[src/design/ex_defines.svh]
`ifndef EX_DEFINES_SVH
`define EX_DEFINES_SVH

// ########################################
// datapath
// ########################################
`define XLEN 32 // data and address width.

// ########################################
// data ram
// ########################################
`define RAM_DEPTH 256 // number of 32-bit words.
`define RAM_AW    8   // word address width.

`endif

[src/design/rv_isa_pkg.sv]
package rv_isa_pkg;

  // ########################################
  // alu opcodes
  // ########################################
  typedef enum logic [4:0] {
    ADD   = 5'd0,
    SUB   = 5'd1,
    XOR   = 5'd2,
    OR    = 5'd3,
    AND   = 5'd4,
    SLL   = 5'd5,
    SRL   = 5'd6,
    SRA   = 5'd7,
    SLT   = 5'd8,  // also slti, imm arrives as operand2.
    SLTU  = 5'd9,  // also sltiu.
    JUMP  = 5'd10,
    CSRRW = 5'd11,
    CSRRS = 5'd12,
    MUL   = 5'd13,
    DIV   = 5'd14,
    DIVU  = 5'd15,
    REM   = 5'd16,
    REMU  = 5'd17,
    LB    = 5'd18,
    LH    = 5'd19,
    LW    = 5'd20,
    LBU   = 5'd21,
    LHU   = 5'd22,
    SB    = 5'd23,
    SH    = 5'd24,
    SW    = 5'd25,
    NOP   = 5'd26
  } alu_op_e;

  // memory access width.
  typedef enum logic [1:0] {
    BYTE = 2'd0,
    HALF = 2'd1,
    WORD = 2'd2
  } acc_size_e;

endpackage

[src/design/ex_pipe_pkg.sv]
`include "ex_defines.svh"

package ex_pipe_pkg;

  // ########################################
  // issue to execute
  // ########################################
  typedef struct packed {
    rv_isa_pkg::alu_op_e alu_op;
    logic [`XLEN-1:0]    operand1;
    logic [`XLEN-1:0]    operand2; // rs2 or immediate.
  } ex_req_t;

  // ########################################
  // address unit to memory stage
  // ########################################
  typedef struct packed {
    logic                  rd_en;
    logic                  wr_en;
    logic [`XLEN-1:0]      addr;
    logic [1:0]            offset;     // byte within the word.
    logic [3:0]            mask;       // one bit per byte lane.
    rv_isa_pkg::acc_size_e size;
    logic                  misaligned;
  } mem_req_t;

  // ########################################
  // write-back response
  // ########################################
  typedef struct packed {
    logic             valid;
    logic [`XLEN-1:0] data;
    logic             misaligned;
  } wb_rsp_t;

endpackage

[src/design/exec_agu.sv]
`timescale 1ns/1ps
`include "ex_defines.svh"

module exec_agu (
  input  logic                  valid_i,
  input  ex_pipe_pkg::ex_req_t  req_i,
  output ex_pipe_pkg::mem_req_t mem_req_o
);

  logic                  is_load;
  logic                  is_store;
  logic [3:0]            base_mask;
  logic                  bad_align;
  ex_pipe_pkg::mem_req_t mem_req;

  // opcode class and access width.
  always_comb begin
    is_load  = 1'b0;
    is_store = 1'b0;
    mem_req.size = rv_isa_pkg::WORD;
    case (req_i.alu_op)
      rv_isa_pkg::LB, rv_isa_pkg::LBU: begin
        is_load      = 1'b1;
        mem_req.size = rv_isa_pkg::BYTE;
      end
      rv_isa_pkg::LH, rv_isa_pkg::LHU: begin
        is_load      = 1'b1;
        mem_req.size = rv_isa_pkg::HALF;
      end
      rv_isa_pkg::LW: is_load = 1'b1;
      rv_isa_pkg::SB: begin
        is_store     = 1'b1;
        mem_req.size = rv_isa_pkg::BYTE;
      end
      rv_isa_pkg::SH: begin
        is_store     = 1'b1;
        mem_req.size = rv_isa_pkg::HALF;
      end
      rv_isa_pkg::SW: is_store = 1'b1;
      default: ;
    endcase

    mem_req.addr   = (is_load || is_store) ? req_i.operand1 + req_i.operand2 : '0;
    mem_req.offset = mem_req.addr[1:0];

    case (mem_req.size)
      rv_isa_pkg::BYTE: begin
        base_mask = 4'b0001;
        bad_align = 1'b0;
      end
      rv_isa_pkg::HALF: begin
        base_mask = 4'b0011;
        bad_align = (mem_req.offset == 2'd3); // half-word crosses the word.
      end
      default: begin
        base_mask = 4'b1111;
        bad_align = (mem_req.offset != 2'd0);
      end
    endcase

    mem_req.misaligned = (is_load || is_store) && bad_align;
    mem_req.rd_en      = valid_i && is_load && !mem_req.misaligned;
    mem_req.wr_en      = valid_i && is_store && !mem_req.misaligned;
    mem_req.mask       = mem_req.wr_en ? (base_mask << mem_req.offset) : 4'b0000;

    assert (!(mem_req.rd_en && mem_req.wr_en))
      else $error("exec_agu: read and write enabled together.");
  end

  assign mem_req_o = mem_req;

endmodule

[config.mk]
export PLATFORM = sky130hd
export DESIGN_NAME = exec_agu
export DESIGN_NICKNAME = d
export VERILOG_FILES = /design/src/design/rv_isa_pkg.sv /design/src/design/ex_pipe_pkg.sv /design/src/design/exec_agu.sv
export VERILOG_INCLUDE_DIRS = /design/src /design/src/design
export SDC_FILE = /design/constraint.sdc
export NUM_CORES = 1
export LEC_CHECK = 0
export BUFFER_PORTS_ARGS = -buffer_cell sky130_fd_sc_hd__buf_2
export CORE_MARGIN = 5
export CORE_UTILIZATION = 49
export DETAILED_ROUTE_END_ITERATION = 10
export PLACE_DENSITY_LB_ADDON = 0.25
export RECOVER_POWER = 25
export SYNTH_ARGS = -nofsm -noshare
export SYNTH_HDL_FRONTEND = slang
export SYNTH_SLANG_ARGS = --single-unit
[constraint.sdc]
create_clock -name vclk -period 2.8
set_input_delay 0.28 -clock vclk [all_inputs]
set_output_delay 0.28 -clock vclk [all_outputs]
set_load 0.01 [all_outputs]
==> results_dict.tcl, run 1 <==
set metrics [dict create \
    grt_pass1_wl_mm 11.7 \
    postRouteAntennaNets 0 \
    nClkBuffers 0 \
    layout-drive-gt1-share_pct 34.6 \
    holdPathEnd "mem_req_o[42]" \
    status "completed" \
    synthSimpleGateAreaFrac_pct 26.6 \
    synth_cells 331 \
    register_area_sq_um 0 \
    cts_setup_buffers 0 \
    slew_headroom_pct 62.2 \
    synthMuxAreaShare_pct 1.42 \
    row_count 24 \
    hold_viol_final 0 \
    syn_avg_cell_area_sq_um 6.65 \
    min-delay-start "valid_i" \
    grt_pass1_vias 2737 \
    yosysWarnings 0 \
    coreArea_sq_mm 0.00435 \
    synth_top_family_by_area "compound AO/OA/AOI/OAI gates" \
    place_hpwl_mm 5.83 \
    crit_type "input port to output port" \
    portBuffers 113 \
    synth_compound_area_share_pct 38.8 \
    ioPinCount 113 \
    tightest_slew_ns 0.568 \
    vias 2849 \
    grt_usage_pct 21.7 \
    netlist_area_sq_mm 0.00220 \
    vias_per_cell 5.58 \
    synthXorXnorAreaFrac_pct 8.76 \
    grt_overflow_total 0 \
    design.seq.count 0 \
    dpl_cell_area_sq_mm 0.00299 \
    fill_cells 390 \
    setup_slack_ns 0.00322 \
    final_nets 563 \
    slew_viol_final 0 \
    antenna_found_initial 0 \
    grt_max_degree 26 \
    antenna_cells 0 \
    p_leak_nw 1.58 \
    max_freq_ghz 0.358 \
    drt_pass1_iterations 4 \
    syn_to_final_growth_pct 38.3 \
    wl_per_cell_um 13.5 \
    synth_fa_ha_area_share_pct 19.1 \
    dieArea_sq_mm 0.00593 \
    final_area_sq_mm 0.00304 \
    die_h_um 77 \
    initial_utilization_pct 50.5 \
    drc 0 \
    cp_max_fo 3 \
    critPathArrivalTime_ns 2.52 \
    synth_fp_nets 433 \
    drt_iter0_markers 133 \
    setup_viol 0 \
    synthDistinctLibCells 62 \
    place_ws_ns -0.122 \
    crit_required_ns 2.52 \
    drv_cap 0 \
    hold_depth 4 \
    gp_congestion 0.919 \
    period_minus_slack_ns 2.80 \
    die_w_um 77 \
    hold_path_class "input port to output port" \
    vdd_drop_max_v 0.000109 \
    startpoint_type "input port" \
    rsz0062_at_grt "yes" \
    cp-end-kind "output port" \
    whs_ns 0.925 \
    fin_crit_sh_pct 99.9 \
    seq_area_frac_synth_pct 0 \
    power.density_mw_per_mm2 222 \
    drt_wl_total_mm 6.91 \
    holdBufCountCts 0 \
]
report_power, final:
group / total [mW] / switching [mW] / internal, mW
registers: 0 / 0 / 0
clock network: 0 / 0 / 0
logic: 0.676 / 0.367 / 0.309
total: 0.676 / 0.367 / 0.309
repair_timing:
action | in CTS | in global routing
gates resized for setup | 2 | 9
cloned | 0 | 0
endpoints found under the setup margin | 5 | 15
pin swaps | 1 | 6
how the worst max path moves through the flow:
stage / start / end / slack (ns)
finish: req_i[0] / mem_req_o[39] / 0.003
global route: req_i[0] / mem_req_o[39] / -0.11
CTS: req_i[0] / mem_req_o[39] / 0.003
detailed placement: req_i[0] / mem_req_o[39] / -0.12
global placement: req_i[0] / mem_req_o[39] / -0.06
floorplan: req_i[0] / mem_req_o[33] / 0.21
synth_stat cells (all sizes together), types with 4 or more instances:
cell type	n	area (sq um)
a211oi	10	85.1
a21o	10	75.1
a21oi	35	179
a31oi	4	31.3
and2	4	25.0
buf	6	43.8
clkbuf	10	37.5
ha	31	388
inv	10	37.5
nand2	30	113
nand2b	5	31.3
nand3	9	45.0
nand4	6	37.5
nor2	47	176
nor3	6	30.0
o2111ai	5	67.6
o211ai	4	30.0
o21a	8	60.1
o21ai	22	110
o21bai	5	37.5
xnor2	9	78.8
xor2	13	114
cells in the final DEF, fill, tap and decap left out, types with 8 or more instances in the layout:
cell type  count
nand3_1        9
o21a_1         8
buf_4         30
nor2_1        47
a21oi_1       33
buf_2        108
ha_1          31
xnor2_1        9
inv_1         10
o21ai_0       15
a21o_1        10
xor2_1        13
nand2_1       30
final cells by class:
type	count	area, sq um	share of cell area, %
multi-input combinational	305	2150	70.7
timing repair buffer	144	790	25.9
tap	52	65.1	2.14
inverter	10	37.5	1.23
kinds of logic (layout without fill, tap and decap cells):
| kind of cell | count (synthesis) | in the layout |
|---|---|---|
| and+or+nand+nor | 124 | 124 |
| AOI/OAI and AO/OA | 123 | 123 |
| adders and majority gates | 33 | 33 |
| buffers and inverters | 26 | 154 |
| xor gates and xnor gates | 22 | 22 |
| muxes | 3 | 3 |
routing by layer:
| metal | global-route usage (%) | wire, um |
|---|---|---|
| met1 | 29.0 | 3080 |
| met2 | 38.3 | 3360 |
| met3 | 2.58 | 451 |
| met5 | 0 | 0 |
| met4 | 2.41 | 14 |
per-stage QoR:
step / total power [mW] / util (%) / TNS, ns / instances
6_report: 0.676 / 69.9 / 0 / 511
5_1_grt: 0.751 / 69.9 / -0.614 / 511
4_1_cts: 0.661 / 68.9 / 0 / 511
3_5_place_dp: 0.654 / 68.6 / -0.323 / 511
3_3_place_gp: 0.644 / 68.6 / -0.0655 / 511
2_1_floorplan: 0.425 / - / 0 / 331
critical path: stages:
cell and delay, ns:
buf_2 0.10, ha_1 0.22, fa_2 0.38, a211oi_2 0.26, nor3_2 0.10, o21ai_1 0.27
o311ai_4 0.16, o211a_1 0.26, o21a_1 0.17, o21a_1 0.18, buf_2 0.13
No activity file was read; power rests on OpenSTA's default activity.
==> run 2: changes to the inputs <==
--- a/config.mk
+++ b/config.mk
@@ -11,7 +11,7 @@
 export CORE_UTILIZATION = 49
 export DETAILED_ROUTE_END_ITERATION = 10
 export PLACE_DENSITY_LB_ADDON = 0.25
-export RECOVER_POWER = 25
+export RECOVER_POWER = 50
 export SYNTH_ARGS = -nofsm -noshare
 export SYNTH_HDL_FRONTEND = slang
 export SYNTH_SLANG_ARGS = --single-unit
==> constraint.sdc (replaced) <==
create_clock -name vclk -period 2.98
set_input_delay 0.298 -clock vclk [all_inputs]
set_output_delay 0.298 -clock vclk [all_outputs]
set_load 0.1 [all_outputs]
==> run 2 against run 1 <==
  * Critical path depth unchanged
  * Sequential share of layout area unchanged
  * Sequential cell count unchanged
  * Largest power group unchanged
  * Routed wire length up 16%
  * Die area unchanged
  * Design area up 14%
  * Global-route usage up 1.8 points
  * Count of clock-buffer cells in the layout unchanged
  * Core utilization up 9.5 points
==> results_dict.tcl, run 2 (synthesis results as in run 1) <==
set metrics [dict create \
    switching_power_mw 0.694 \
    dieArea_sq_mm 0.00593 \
    antenna_cells 0 \
    drt_wl_total_mm 8.02 \
    p_leak_nw 1.59 \
    period_minus_slack_ns 2.90 \
    die_h_um 77 \
    clkPwrFrac_pct 0 \
    swShare_pct 65.5 \
    ioPinCount 113 \
    layout-drive-gt1-share_pct 40.7 \
    drt_pass1_iterations 5 \
    mostFrequentLayoutCell "buf_2" \
    grt_max_degree 15 \
    startpoint_type "input port" \
    syn_to_final_growth_pct 57.2 \
    vias_per_cell 6.05 \
    setup_viol 0 \
    drc 0 \
    crit_required_ns 2.68 \
    register_area_sq_um 0 \
    fill_cells 317 \
    design.seq.count 0 \
    drv_cap 0 \
    tightest_slew_ns 1.18 \
    portBuffers 113 \
    final_nets 561 \
    grt_pass1_wl_mm 12.5 \
    hold_path_class "input port to output port" \
    antenna_found_initial 0 \
    min-delay-start "valid_i" \
    row_count 24 \
    postRouteAntennaNets 0 \
    wl_per_cell_um 15.7 \
    cp_max_fo 4 \
    place_hpwl_mm 6.55 \
    crit_type "input port to output port" \
    cp-end-kind "output port" \
    coreArea_sq_mm 0.00435 \
    holdBufCountCts 0 \
    place_ws_ns 0.0122 \
    slew_viol_final 0 \
    max_freq_ghz 0.344 \
    status "completed" \
    grt_overflow_total 0 \
    power.density_mw_per_mm2 306 \
    vias 3079 \
    multi_input_area_sq_mm 0.00231 \
    nClkBuffers 0 \
    hold_depth 4 \
    hold_viol_final 0 \
    combPwrFrac_pct 100.0 \
    p_int_mw 0.365 \
    slew_headroom_pct 21.8 \
    grt_pass1_vias 2969 \
    most-common-layout-cells "buf_2, a21oi_1, nand2_1, ha_1, buf_4" \
    gp_congestion 0.858 \
    grt_usage_pct 23.5 \
    power.total_mw 1.06 \
    setup_slack_ns 0.0753 \
    fin_crit_sh_pct 97.5 \
    drt_iter0_markers 206 \
    post-route-util_pct 79.4 \
    seq_power_share_pct 0 \
    die_w_um 77 \
    vdd_drop_max_v 0.000206 \
    initial_utilization_pct 50.5 \
    holdPathEnd "mem_req_o[6]" \
    critPathArrivalTime_ns 2.61 \
]
run 2: changes by cell type in the layout (fill, tap and decap cells not counted), moves of 3 or more:
cell / delta
nor2_1: -19
buf_12: +18
buf_2: -33
o21ai_0: -3
clkbuf_2: +10
clkbuf_1: +4
nor2_2: +18
run 2: final cells by class:
type / count / share of cell area, %
multi-input combinational: 305 / 66.9
timing repair buffer: 142 / 30.1
tap: 52 / 1.88
inverter: 10 / 1.09
run 2: per-layer routing:
metal / up-vias / track usage, % / routed length [um]
li1: 1480 / - / -
met1: 1403 / 28.5 / 3130
met2: 164 / 42.6 / 4030
met3: 32 / 2.69 / 603
met4: 0 / 7.90 / 256
met5: - / 0 / 0
run 2: critical path, cell delays in order:
cell	delay, ns
buf_2	0.10
ha_1	0.35
a21oi_2	0.24
buf_4	0.15
a21oi_1	0.05
a21bo_1	0.26
a31oi_4	0.12
a211oi_4	0.32
o2111ai_1	0.19
a31oi_2	0.31
buf_12	0.21
run 2: worst max-delay path by stage:
stage	start	end	slack (ns)	depth (start not counted)
final	req_i[6]	mem_req_o[36]	0.08	11
after global placement	req_i[0]	mem_req_o[39]	0.07	11
after CTS	req_i[6]	mem_req_o[40]	0.005	11
after floorplan	req_i[66]	mem_req_o[5]	-0.80	7
after detailed placement	req_i[6]	mem_req_o[40]	0.01	11
after global routing	req_i[6]	mem_req_o[37]	-0.0006	10
run 2: power by group through the flow:
stage                     Combinational [mW]  Sequential (mW)  Clock [mW]
after global routing                    1.12                0           0
final                                   1.06                0           0
after global placement                  1.01                0           0
after floorplan                        0.728                0           0
after CTS                               1.03                0           0
after detailed placement                1.03                0           0
run 2: through the flow:
| step | std cells | hold slack, ns | cell area (sq um) | setup TNS, ns |
|---|---|---|---|---|
| 2_1_floorplan | 331 | 0.866 | 2360 | -1.53 |
| 4_1_cts | 506 | 1.13 | 3410 | 0 |
| 3_3_place_gp | 506 | 1.13 | 3410 | 0 |
| 6_report | 509 | 1.15 | 3460 | 0 |
| 3_5_place_dp | 506 | 1.13 | 3410 | 0 |
| 5_1_grt | 509 | 1.17 | 3460 | -0.000648 |
run 2: timing repair:
item                                    in CTS  in global routing
setup buffers                                0                  3
gates resized for setup                      0                 15
endpoints found under the setup margin       0                 11
