**config.mk**
```make
export PLATFORM = sky130hd
export DESIGN_NAME = load_extend
export DESIGN_NICKNAME = d
export VERILOG_FILES = /design/src/design/rv_isa_pkg.sv /design/src/design/ex_pipe_pkg.sv /design/src/design/load_extend.sv
export VERILOG_INCLUDE_DIRS = /design/src /design/src/design
export SDC_FILE = /design/constraint.sdc
export NUM_CORES = 1
export LEC_CHECK = 0
export ABC_AREA = 0
export BUFFER_PORTS_ARGS = -buffer_cell sky130_fd_sc_hd__buf_4
export CORE_ASPECT_RATIO = 1.1
export CORE_MARGIN = 10
export CORE_UTILIZATION = 43
export DETAILED_ROUTE_END_ITERATION = 16
export PLACE_DENSITY = 0.92
export SLEW_MARGIN = 30
export SYNTH_ARGS = -nofsm -noshare
export SYNTH_HDL_FRONTEND = slang
export SYNTH_SLANG_ARGS = --single-unit
```
**constraint.sdc**
```tcl
create_clock -name vclk -period 5.46
set_input_delay 1.092 -clock vclk [all_inputs]
set_output_delay 1.092 -clock vclk [all_outputs]
set_load 0.1 [all_outputs]
```
**src/design/ex_defines.svh**
```systemverilog
`ifndef EX_DEFINES_SVH
`define EX_DEFINES_SVH

// ########################################
// datapath
// ########################################
`define XLEN 32 // data and address width.

// ########################################
// data ram
// ########################################
`define RAM_DEPTH 256 // number of 32-bit words.
`define RAM_AW    8   // word address width.

`endif

```
**src/design/rv_isa_pkg.sv**
```systemverilog
package rv_isa_pkg;

  // ########################################
  // alu opcodes
  // ########################################
  typedef enum logic [4:0] {
    ADD   = 5'd0,
    SUB   = 5'd1,
    XOR   = 5'd2,
    OR    = 5'd3,
    AND   = 5'd4,
    SLL   = 5'd5,
    SRL   = 5'd6,
    SRA   = 5'd7,
    SLT   = 5'd8,  // also slti, imm arrives as operand2.
    SLTU  = 5'd9,  // also sltiu.
    JUMP  = 5'd10,
    CSRRW = 5'd11,
    CSRRS = 5'd12,
    MUL   = 5'd13,
    DIV   = 5'd14,
    DIVU  = 5'd15,
    REM   = 5'd16,
    REMU  = 5'd17,
    LB    = 5'd18,
    LH    = 5'd19,
    LW    = 5'd20,
    LBU   = 5'd21,
    LHU   = 5'd22,
    SB    = 5'd23,
    SH    = 5'd24,
    SW    = 5'd25,
    NOP   = 5'd26
  } alu_op_e;

  // memory access width.
  typedef enum logic [1:0] {
    BYTE = 2'd0,
    HALF = 2'd1,
    WORD = 2'd2
  } acc_size_e;

endpackage

```
**src/design/ex_pipe_pkg.sv**
```systemverilog
`include "ex_defines.svh"

package ex_pipe_pkg;

  // ########################################
  // issue to execute
  // ########################################
  typedef struct packed {
    rv_isa_pkg::alu_op_e alu_op;
    logic [`XLEN-1:0]    operand1;
    logic [`XLEN-1:0]    operand2; // rs2 or immediate.
  } ex_req_t;

  // ########################################
  // address unit to memory stage
  // ########################################
  typedef struct packed {
    logic                  rd_en;
    logic                  wr_en;
    logic [`XLEN-1:0]      addr;
    logic [1:0]            offset;     // byte within the word.
    logic [3:0]            mask;       // one bit per byte lane.
    rv_isa_pkg::acc_size_e size;
    logic                  misaligned;
  } mem_req_t;

  // ########################################
  // write-back response
  // ########################################
  typedef struct packed {
    logic             valid;
    logic [`XLEN-1:0] data;
    logic             misaligned;
  } wb_rsp_t;

endpackage

```
**src/design/load_extend.sv**
```systemverilog
`timescale 1ns/1ps
`include "ex_defines.svh"

module load_extend (
  input  logic                  valid_i,
  input  rv_isa_pkg::alu_op_e   alu_op_i,
  input  logic [`XLEN-1:0]      alu_result_i,
  input  logic [`XLEN-1:0]      rdata_i,
  input  logic [1:0]            offset_i,
  input  rv_isa_pkg::acc_size_e size_i,
  input  logic                  misaligned_i,
  output ex_pipe_pkg::wb_rsp_t  wb_o
);

  logic [`XLEN-1:0] shifted;
  logic [`XLEN-1:0] load_data;
  logic             is_load;
  logic             is_store;
  logic             sign_ext;

  assign shifted = rdata_i >> {offset_i, 3'b000}; // addressed byte to lane 0.

  always_comb begin
    is_load  = 1'b0;
    is_store = 1'b0;
    sign_ext = 1'b0;
    case (alu_op_i)
      rv_isa_pkg::LB, rv_isa_pkg::LH: begin
        is_load  = 1'b1;
        sign_ext = 1'b1;
      end
      rv_isa_pkg::LW, rv_isa_pkg::LBU, rv_isa_pkg::LHU: is_load = 1'b1;
      rv_isa_pkg::SB, rv_isa_pkg::SH, rv_isa_pkg::SW: is_store = 1'b1;
      default: ;
    endcase
  end

  always_comb begin
    case (size_i)
      rv_isa_pkg::BYTE: load_data = {{(`XLEN-8){sign_ext & shifted[7]}}, shifted[7:0]};
      rv_isa_pkg::HALF: load_data = {{(`XLEN-16){sign_ext & shifted[15]}}, shifted[15:0]};
      default:          load_data = shifted;
    endcase
  end

  always_comb begin
    wb_o.valid      = valid_i;
    wb_o.misaligned = misaligned_i;
    if (misaligned_i || is_store) begin
      wb_o.data = '0;
    end else if (is_load) begin
      wb_o.data = load_data;
    end else begin
      wb_o.data = alu_result_i;
    end
  end

endmodule

```
==> impl_metrics.toml, run 1 <==
[sta]
setup_viol = 0
maxSlewHeadroom_pct = 45.67
rsz0062_at_grt = "false"
period_share_pct = 73.96
drv_slew = 0
tns_ns = 0
hold_viol_final = 0
min_period_ns = 4.038
fmax_mhz = 247.6
worst_slew_pin_slew_ns = 0.8132

[route]
drt_wl_total_um = 5138
drt-initial-drc-count = 75
drc = 0
routedWlPerCell_um = 17.90
ant_nets = 0
routed_via_density = 5.575
drt-pass1-iter-count = 4
vias = 1600

[power_and_ir_drop]
power_density_nw_per_um2 = 144.2
p_leak_nw = 1.011
irDropWorstVdd_v = 0.0001111

[synth]
syn_area_um2 = 1246
synth_cell_types = 29
syn_inst = 161
ys_seq_area_share_pct = 0
postSynthAreaPerCell_um2 = 7.740
yosysWarnings = 0
syn-num-nets = 236

[final_layout]
ff_latch_area_um2 = 0
drive_gt1_share_pct = 50.79
post-route-util_pct = 72.70
design.seq.count = 0
num-clock-buffers = 0
area_delta_synth_final_pct = 62.05
fin_area_um2 = 2019
antenna_cells = 0
multi_input_area_um2 = 1152
fillers = 226
fin_nets = 331

[floorplanning]
core_um2 = 2778
die_height_um = 76.46
start_util_pct = 44.86
ioPinCount = 109
rows = 20
dieArea_um2 = 5454
fp.dieW_um = 71.33

[placed_design]
dpl_cell_area_um2 = 2019
finalWeightedCongestion = 0.8638
portBuffers = 107
dp_hpwl_um = 4387

[setup_path]
cp_slowest_stage_delay_ns = 0.49
crit_path_frequent_cell = "buf_4"
crit_path_max_fanout = 28
cp_slowest_cell = "mux4_2"
criticalPathCategory = "in2out"
crit_chain = "buf_4 -> mux2_4 -> mux4_2 -> nand4b_4 -> o21ai_1 -> buf_4"
arrival_ns = 2.95
cp.required_ns = 4.37
start_kind = "input port"
crit_path_end_kind = "output port"

[clocking]
hold_buffers = 0
cts_resized = 0
cts_setup_buffers = 0

[job]
maxCapViolations = 0

[global_routing]
grt_start_max_net_pins = 29
grt_antenna_before_repair = 0
grtUsageTotal_pct = 17.15
grt_overflow = 0
grt_pass1_wl_um = 8197
grt_pass1_vias = 1747

[status]
status = "finished, final reports clean"

[hold_path]
holdPathStages = 0
hp-class = "in2out"
placed cells by master, fill, tap and decap left out:
cell and n:
a211oi_1 8, a21boi_2 1, a31oi_1 1, and2_1 8
buf_4 110, mux2_2 1, mux2_4 3, mux2i_1 52
mux4_2 1, nand2_1 1, nand2b_1 3, nand3_1 1
nand4b_4 1, nor2_1 24, nor2b_1 3, nor3_1 2
nor3b_1 1, nor3b_4 1, o21ai_0 6, o21ai_1 7
o21ai_2 11, o221ai_1 1, o22ai_1 1, o2bb2ai_1 6
report_power, final:
part           leakage [nW]  switching (mW)  internal (mW)
clock network             0               0              0
logic                  1.01           0.197         0.0943
registers                 0               0              0
area by class of cell:
class                           count  area share (%)
Timing Repair Buffer              110           40.89
Multi-Input combinational cell    144           57.06
Tap cell                           33           2.045
cells by family after synthesis:
kind of cell,after synthesis,synth area share [%]
simple gates,45,19.28
compound gates,42,24.30
mux,57,48.09
buf+inv,17,8.333
Yosys cell counts, types with 2 or more instances:
cell | number | area (µm²)
o21ai_1 | 8 | 40.04
mux2i_1 | 52 | 520.5
nand2b_1 | 3 | 18.77
nor2b_1 | 3 | 18.77
nor2_1 | 24 | 90.09
buf_2 | 7 | 35.03
nor3_1 | 2 | 10.01
mux2_4 | 3 | 45.04
clkbuf_1 | 5 | 18.77
and2_1 | 8 | 50.05
o21ai_2 | 10 | 87.58
a211oi_1 | 8 | 60.06
o21ai_0 | 6 | 30.03
buf_4 | 2 | 15.01
o2bb2ai_1 | 6 | 52.55
worst paths after layout:
| kind | startpoint | slack (ns) | to |
|---|---|---|---|
| worst min-delay path | valid_i | 2.18 | wb_o[33] |
| worst max-delay path | offset_i[0] | 1.42 | wb_o[17] |
per-stage QoR:
stage / setup slack [ns] / hold slack, ns / power (mW) / std cells
global placement: 1.461 / 2.185 / 0.2881 / 287
detailed placement: 1.425 / 2.185 / 0.2919 / 287
finish: 1.422 / 2.184 / 0.2913 / 287
CTS: 1.424 / 2.185 / 0.2924 / 287
global route: 1.339 / 2.184 / 0.3062 / 287
floorplan: 0.2099 / 2.396 / 0.2107 / 161
per-layer routing:
metal  up-vias  global-route usage, %  share of wire [%]
met2        61                  31.45                 51
met4         0                  3.101                1.8
met3         8                  3.776                7.1
met5         -                      0                  0
met1       740                  19.36                 40
li1        791                      -                  -
worst max-delay path, delay by kind of cell:
family	cells	cell delay, ns
compound gates	1	0.12
mux	2	0.84
buf+inv	2	0.61
simple gates	1	0.26
Note: power is estimated with default switching activity, not from simulation.
==> run 2, diff against run 1 <==
- CORE_UTILIZATION: 43 -> 36
- PLACE_DENSITY: 0.92 -> 0.82
- clock period: 5.46 -> 3.47 ns (I/O delays scaled with it)
==> run 2 against run 1 <==
  * Utilization down 5.9 points
  * Sequential share of layout area unchanged
  * Non-clock buffer count up 3
  * Critical endpoint unchanged
  * Largest cell class unchanged
  * Largest power group unchanged
==> impl_metrics.toml, run 2 (synthesis gave the netlist of run 1 again) <==
[route]
vias = 1542
routed_via_density = 5.056
drt-initial-drc-count = 36
drc = 0
routedWlPerCell_um = 17.63
drt_wl_total_um = 5377
ant_nets = 0
drt-pass1-iter-count = 4

[setup_path]
crit_chain = "buf_4 -> mux2_4 -> mux4_2 -> nand4b_4 -> o21ai_1 -> buf_4"
crit_end = "wb_o[17]"
cp_slowest_cell = "mux4_2"
arrival_ns = 2.37
crit_path_frequent_cell = "buf_4"
start_kind = "input port"
cp_slowest_stage_delay_ns = 0.50
criticalPathCategory = "in2out"
crit_path_end_kind = "output port"
crit_path_max_fanout = 16
cp.required_ns = 2.78
startpoint = "offset_i[0]"

[final_layout]
layout_commonest_cell = "buf_4"
antenna_cells = 0
num-clock-buffers = 0
fin_nets = 334
drive_gt1_share_pct = 59.53
ff_latch_area_um2 = 0
final_cell_mix = "buf_4, mux2i_1, nor2_1"
post-route-util_pct = 66.79
area_delta_synth_final_pct = 78.51
design.seq.count = 0

[sta]
tns_ns = 0
hold_slack_ns = 1.388
worst_slew_pin_slew_ns = 0.7817
period_share_pct = 88.35
maxSlewHeadroom_pct = 47.69
setup_viol = 0
hold_viol_final = 0
drv_slew = 0
min_period_ns = 3.066
fmax_mhz = 326.2
rsz0062_at_grt = "false"

[clocking]
hold_buffers = 0
cts_resized = 0
cts_setup_buffers = 0

[placed_design]
dp_hpwl_um = 4585
portBuffers = 107
finalWeightedCongestion = 0.8087

[global_routing]
grt_start_max_net_pins = 23
grtUsageTotal_pct = 15.56
grt_pass1_wl_um = 8314
grt_antenna_before_repair = 0
grt_overflow = 0
grt_pass1_vias = 1626

[power_and_ir_drop]
p_leak_nw = 1.057
power_density_nw_per_um2 = 221.6
irDropWorstVdd_v = 0.0001108

[floorplanning]
rows = 22
dieArea_um2 = 6217
fp.dieW_um = 76.10
ioPinCount = 109
core_um2 = 3331
die_height_um = 81.71
start_util_pct = 37.42

[hold_path]
hp-class = "in2out"

[job]
maxCapViolations = 0

[status]
status = "finished, final reports clean"
-- run 2: changes by cell type in the layout (fill, tap and decap cells not counted), sizes merged --
cell,previous run,this run
buf,110,113
-- run 2: metal layers --
metal,vias up,global-route usage (%),wire (µm)
li1,788,-,-
met1,705,18.93,2305
met2,49,29.08,2742
met3,0,3.603,329
met4,0,0,0
met5,-,0,0
-- run 2: critical path, delay by kind of cell --
family / cells / cell delay, ns
muxes: 2 / 0.82
buffers and inverters: 2 / 0.46
and+or+nand+nor: 1 / 0.28
AOI/OAI and AO/OA: 1 / 0.12
-- run 2: area by class of cell --
cell class	count	area (µm²)
Multi-Input combinational cell	144	1291
Fill cell	307	1106
Timing Repair Buffer	113	873.3
Tap cell	48	60.06
-- run 2: power breakdown --
group          total (mW)  internal [mW]  switching [mW]
logic               0.493          0.163           0.330
clock network           0              0               0
registers               0              0               0
total               0.493          0.163           0.330
-- run 2: how the worst min path moves through the flow --
stage,startpoint,end,depth (start not counted)
after global placement,valid_i,wb_o[33],0
final,valid_i,wb_o[33],0
after detailed placement,valid_i,wb_o[33],0
after CTS,valid_i,wb_o[33],0
after floorplan,misaligned_i,wb_o[0],1
after global routing,valid_i,wb_o[33],0
-- run 2: per-stage QoR --
step | cells | power, mW | worst slack, ns | area (µm²)
global placement | 305 | 0.4899 | 0.4159 | 2225
global route | 305 | 0.5167 | 0.3291 | 2225
finish | 305 | 0.4931 | 0.4041 | 2225
floorplan | 161 | 0.3572 | -0.02435 | 1378
detailed placement | 305 | 0.4947 | 0.4064 | 2225
CTS | 305 | 0.4956 | 0.3983 | 2225
==> run 3, diff against run 2 <==
- CORE_UTILIZATION: 36 -> 43
- PLACE_DENSITY: 0.82 -> 0.92
- clock period: 3.47 -> 3.9 ns (I/O delays scaled with it)
==> run 3 against run 2 <==
  * Sequential share of layout area stayed put
  * Worst hold slack better by 0.17 ns
  * First-iteration DRC count shrank 8.3%
  * Non-clock buffer count down 3
  * Wire length decreased by 6.8%
  * Via count rose by 0.97%
  * Cell count decreased by 5.9%
  * Global-route usage is 1.0 points higher
  * Flip-flop and latch count stayed put
  * Combinational power decreased by 16%
  * Power is 16% lower
  * Die area fell by 12%
  * Critical path type unchanged
  * Largest power group unchanged
==> impl_metrics.toml, run 3 (synthesis gave the netlist of run 1 again) <==
[status]
status = "finished, final reports clean"

[final_layout]
drive_gt1_share_pct = 53.94
ff_latch_area_um2 = 0
antenna_cells = 0
final_cell_mix = "buf_4, mux2i_1, nor2_1"
post-route-util_pct = 74.86
num-clock-buffers = 0
fin_area_um2 = 2079
design.seq.count = 0
layout_commonest_cell = "buf_4"
area_delta_synth_final_pct = 66.87
fin_nets = 331

[job]
maxCapViolations = 0

[setup_path]
crit_path_frequent_cell = "buf_4"
crit_path_max_fanout = 28
crit_chain = "buf_4 -> mux2_4 -> mux2_2 -> a21boi_2 -> a211oi_2 -> buf_4"
critPathBufInv = 2
arrival_ns = 2.64
cp.required_ns = 3.12
criticalPathCategory = "in2out"
start_kind = "input port"
crit_path_end_kind = "output port"
cp_slowest_cell = "a21boi_2"
cp_slowest_stage_delay_ns = 0.45
critPathTopFamily = "multiplexers"

[route]
vias = 1557
routed_via_density = 5.425
drt-pass1-iter-count = 4
routedWlPerCell_um = 17.47
ant_nets = 0
drt_wl_total_um = 5013
drc = 0
drt-initial-drc-count = 33

[sta]
hold_slack_ns = 1.560
maxSlewHeadroom_pct = 59.43
tns_ns = 0
min_period_ns = 3.422
hold_viol_final = 0
setup_viol = 0
fmax_mhz = 292.3
worst_slew_pin_slew_ns = 0.6072
rsz0062_at_grt = "false"
period_share_pct = 87.73
drv_slew = 0

[power_and_ir_drop]
p_leak_nw = 1.024
power_density_nw_per_um2 = 200.1
irDropWorstVdd_v = 0.0001536

[global_routing]
grt_overflow = 0
grt_start_max_net_pins = 29
grt_pass1_wl_um = 7928
grtUsageTotal_pct = 16.56
grt_antenna_before_repair = 0
grt_pass1_vias = 1587

[clocking]
hold_buffers = 0
cts_resized = 0
cts_setup_buffers = 0

[placed_design]
finalWeightedCongestion = 0.8099
dpl_cell_area_um2 = 2079
dp_hpwl_um = 4248
portBuffers = 107

[floorplanning]
ioPinCount = 109
dieArea_um2 = 5454
core_um2 = 2778
fp.dieW_um = 71.33
die_height_um = 76.46
start_util_pct = 44.86
rows = 20

[hold_path]
hp-class = "in2out"
==> run 3: path summary, 6_finish.rpt <==
check             endpoint  depth (start not counted)  slack (ns)        start
setup / recovery  wb_o[16]                          6        0.48  offset_i[0]
hold / removal    wb_o[33]                          0        1.56      valid_i
==> run 3: layout make-up <==
class              count  area, µm²
multi-input cells    144       1200
repair buffers       110      838.3
fillers              230      698.2
well taps             33      41.29
==> run 3: metrics by stage <==
stage / worst slack [ns] / power, mW / instances
after floorplan: 0.06254 / 0.3009 / 161
after global placement: 0.5091 / 0.4123 / 287
after detailed placement: 0.4551 / 0.4170 / 287
after CTS: 0.4543 / 0.4179 / 287
after global routing: 0.3704 / 0.4382 / 287
final: 0.4785 / 0.4162 / 287
==> run 3: power breakdown <==
group	switching [mW]	internal [mW]	leakage, nW
clock network	0	0	0
registers	0	0	0
logic	0.280	0.136	1.02
total	0.280	0.136	1.02
==> run 3: metal layers <==
layer	part of all wire (%)	vias up	GRT usage, %
li1	-	787	-
met1	42	699	20.32
met2	49	69	28.45
met3	8.4	2	4.818
met4	0.54	0	1.163
met5	0	-	0
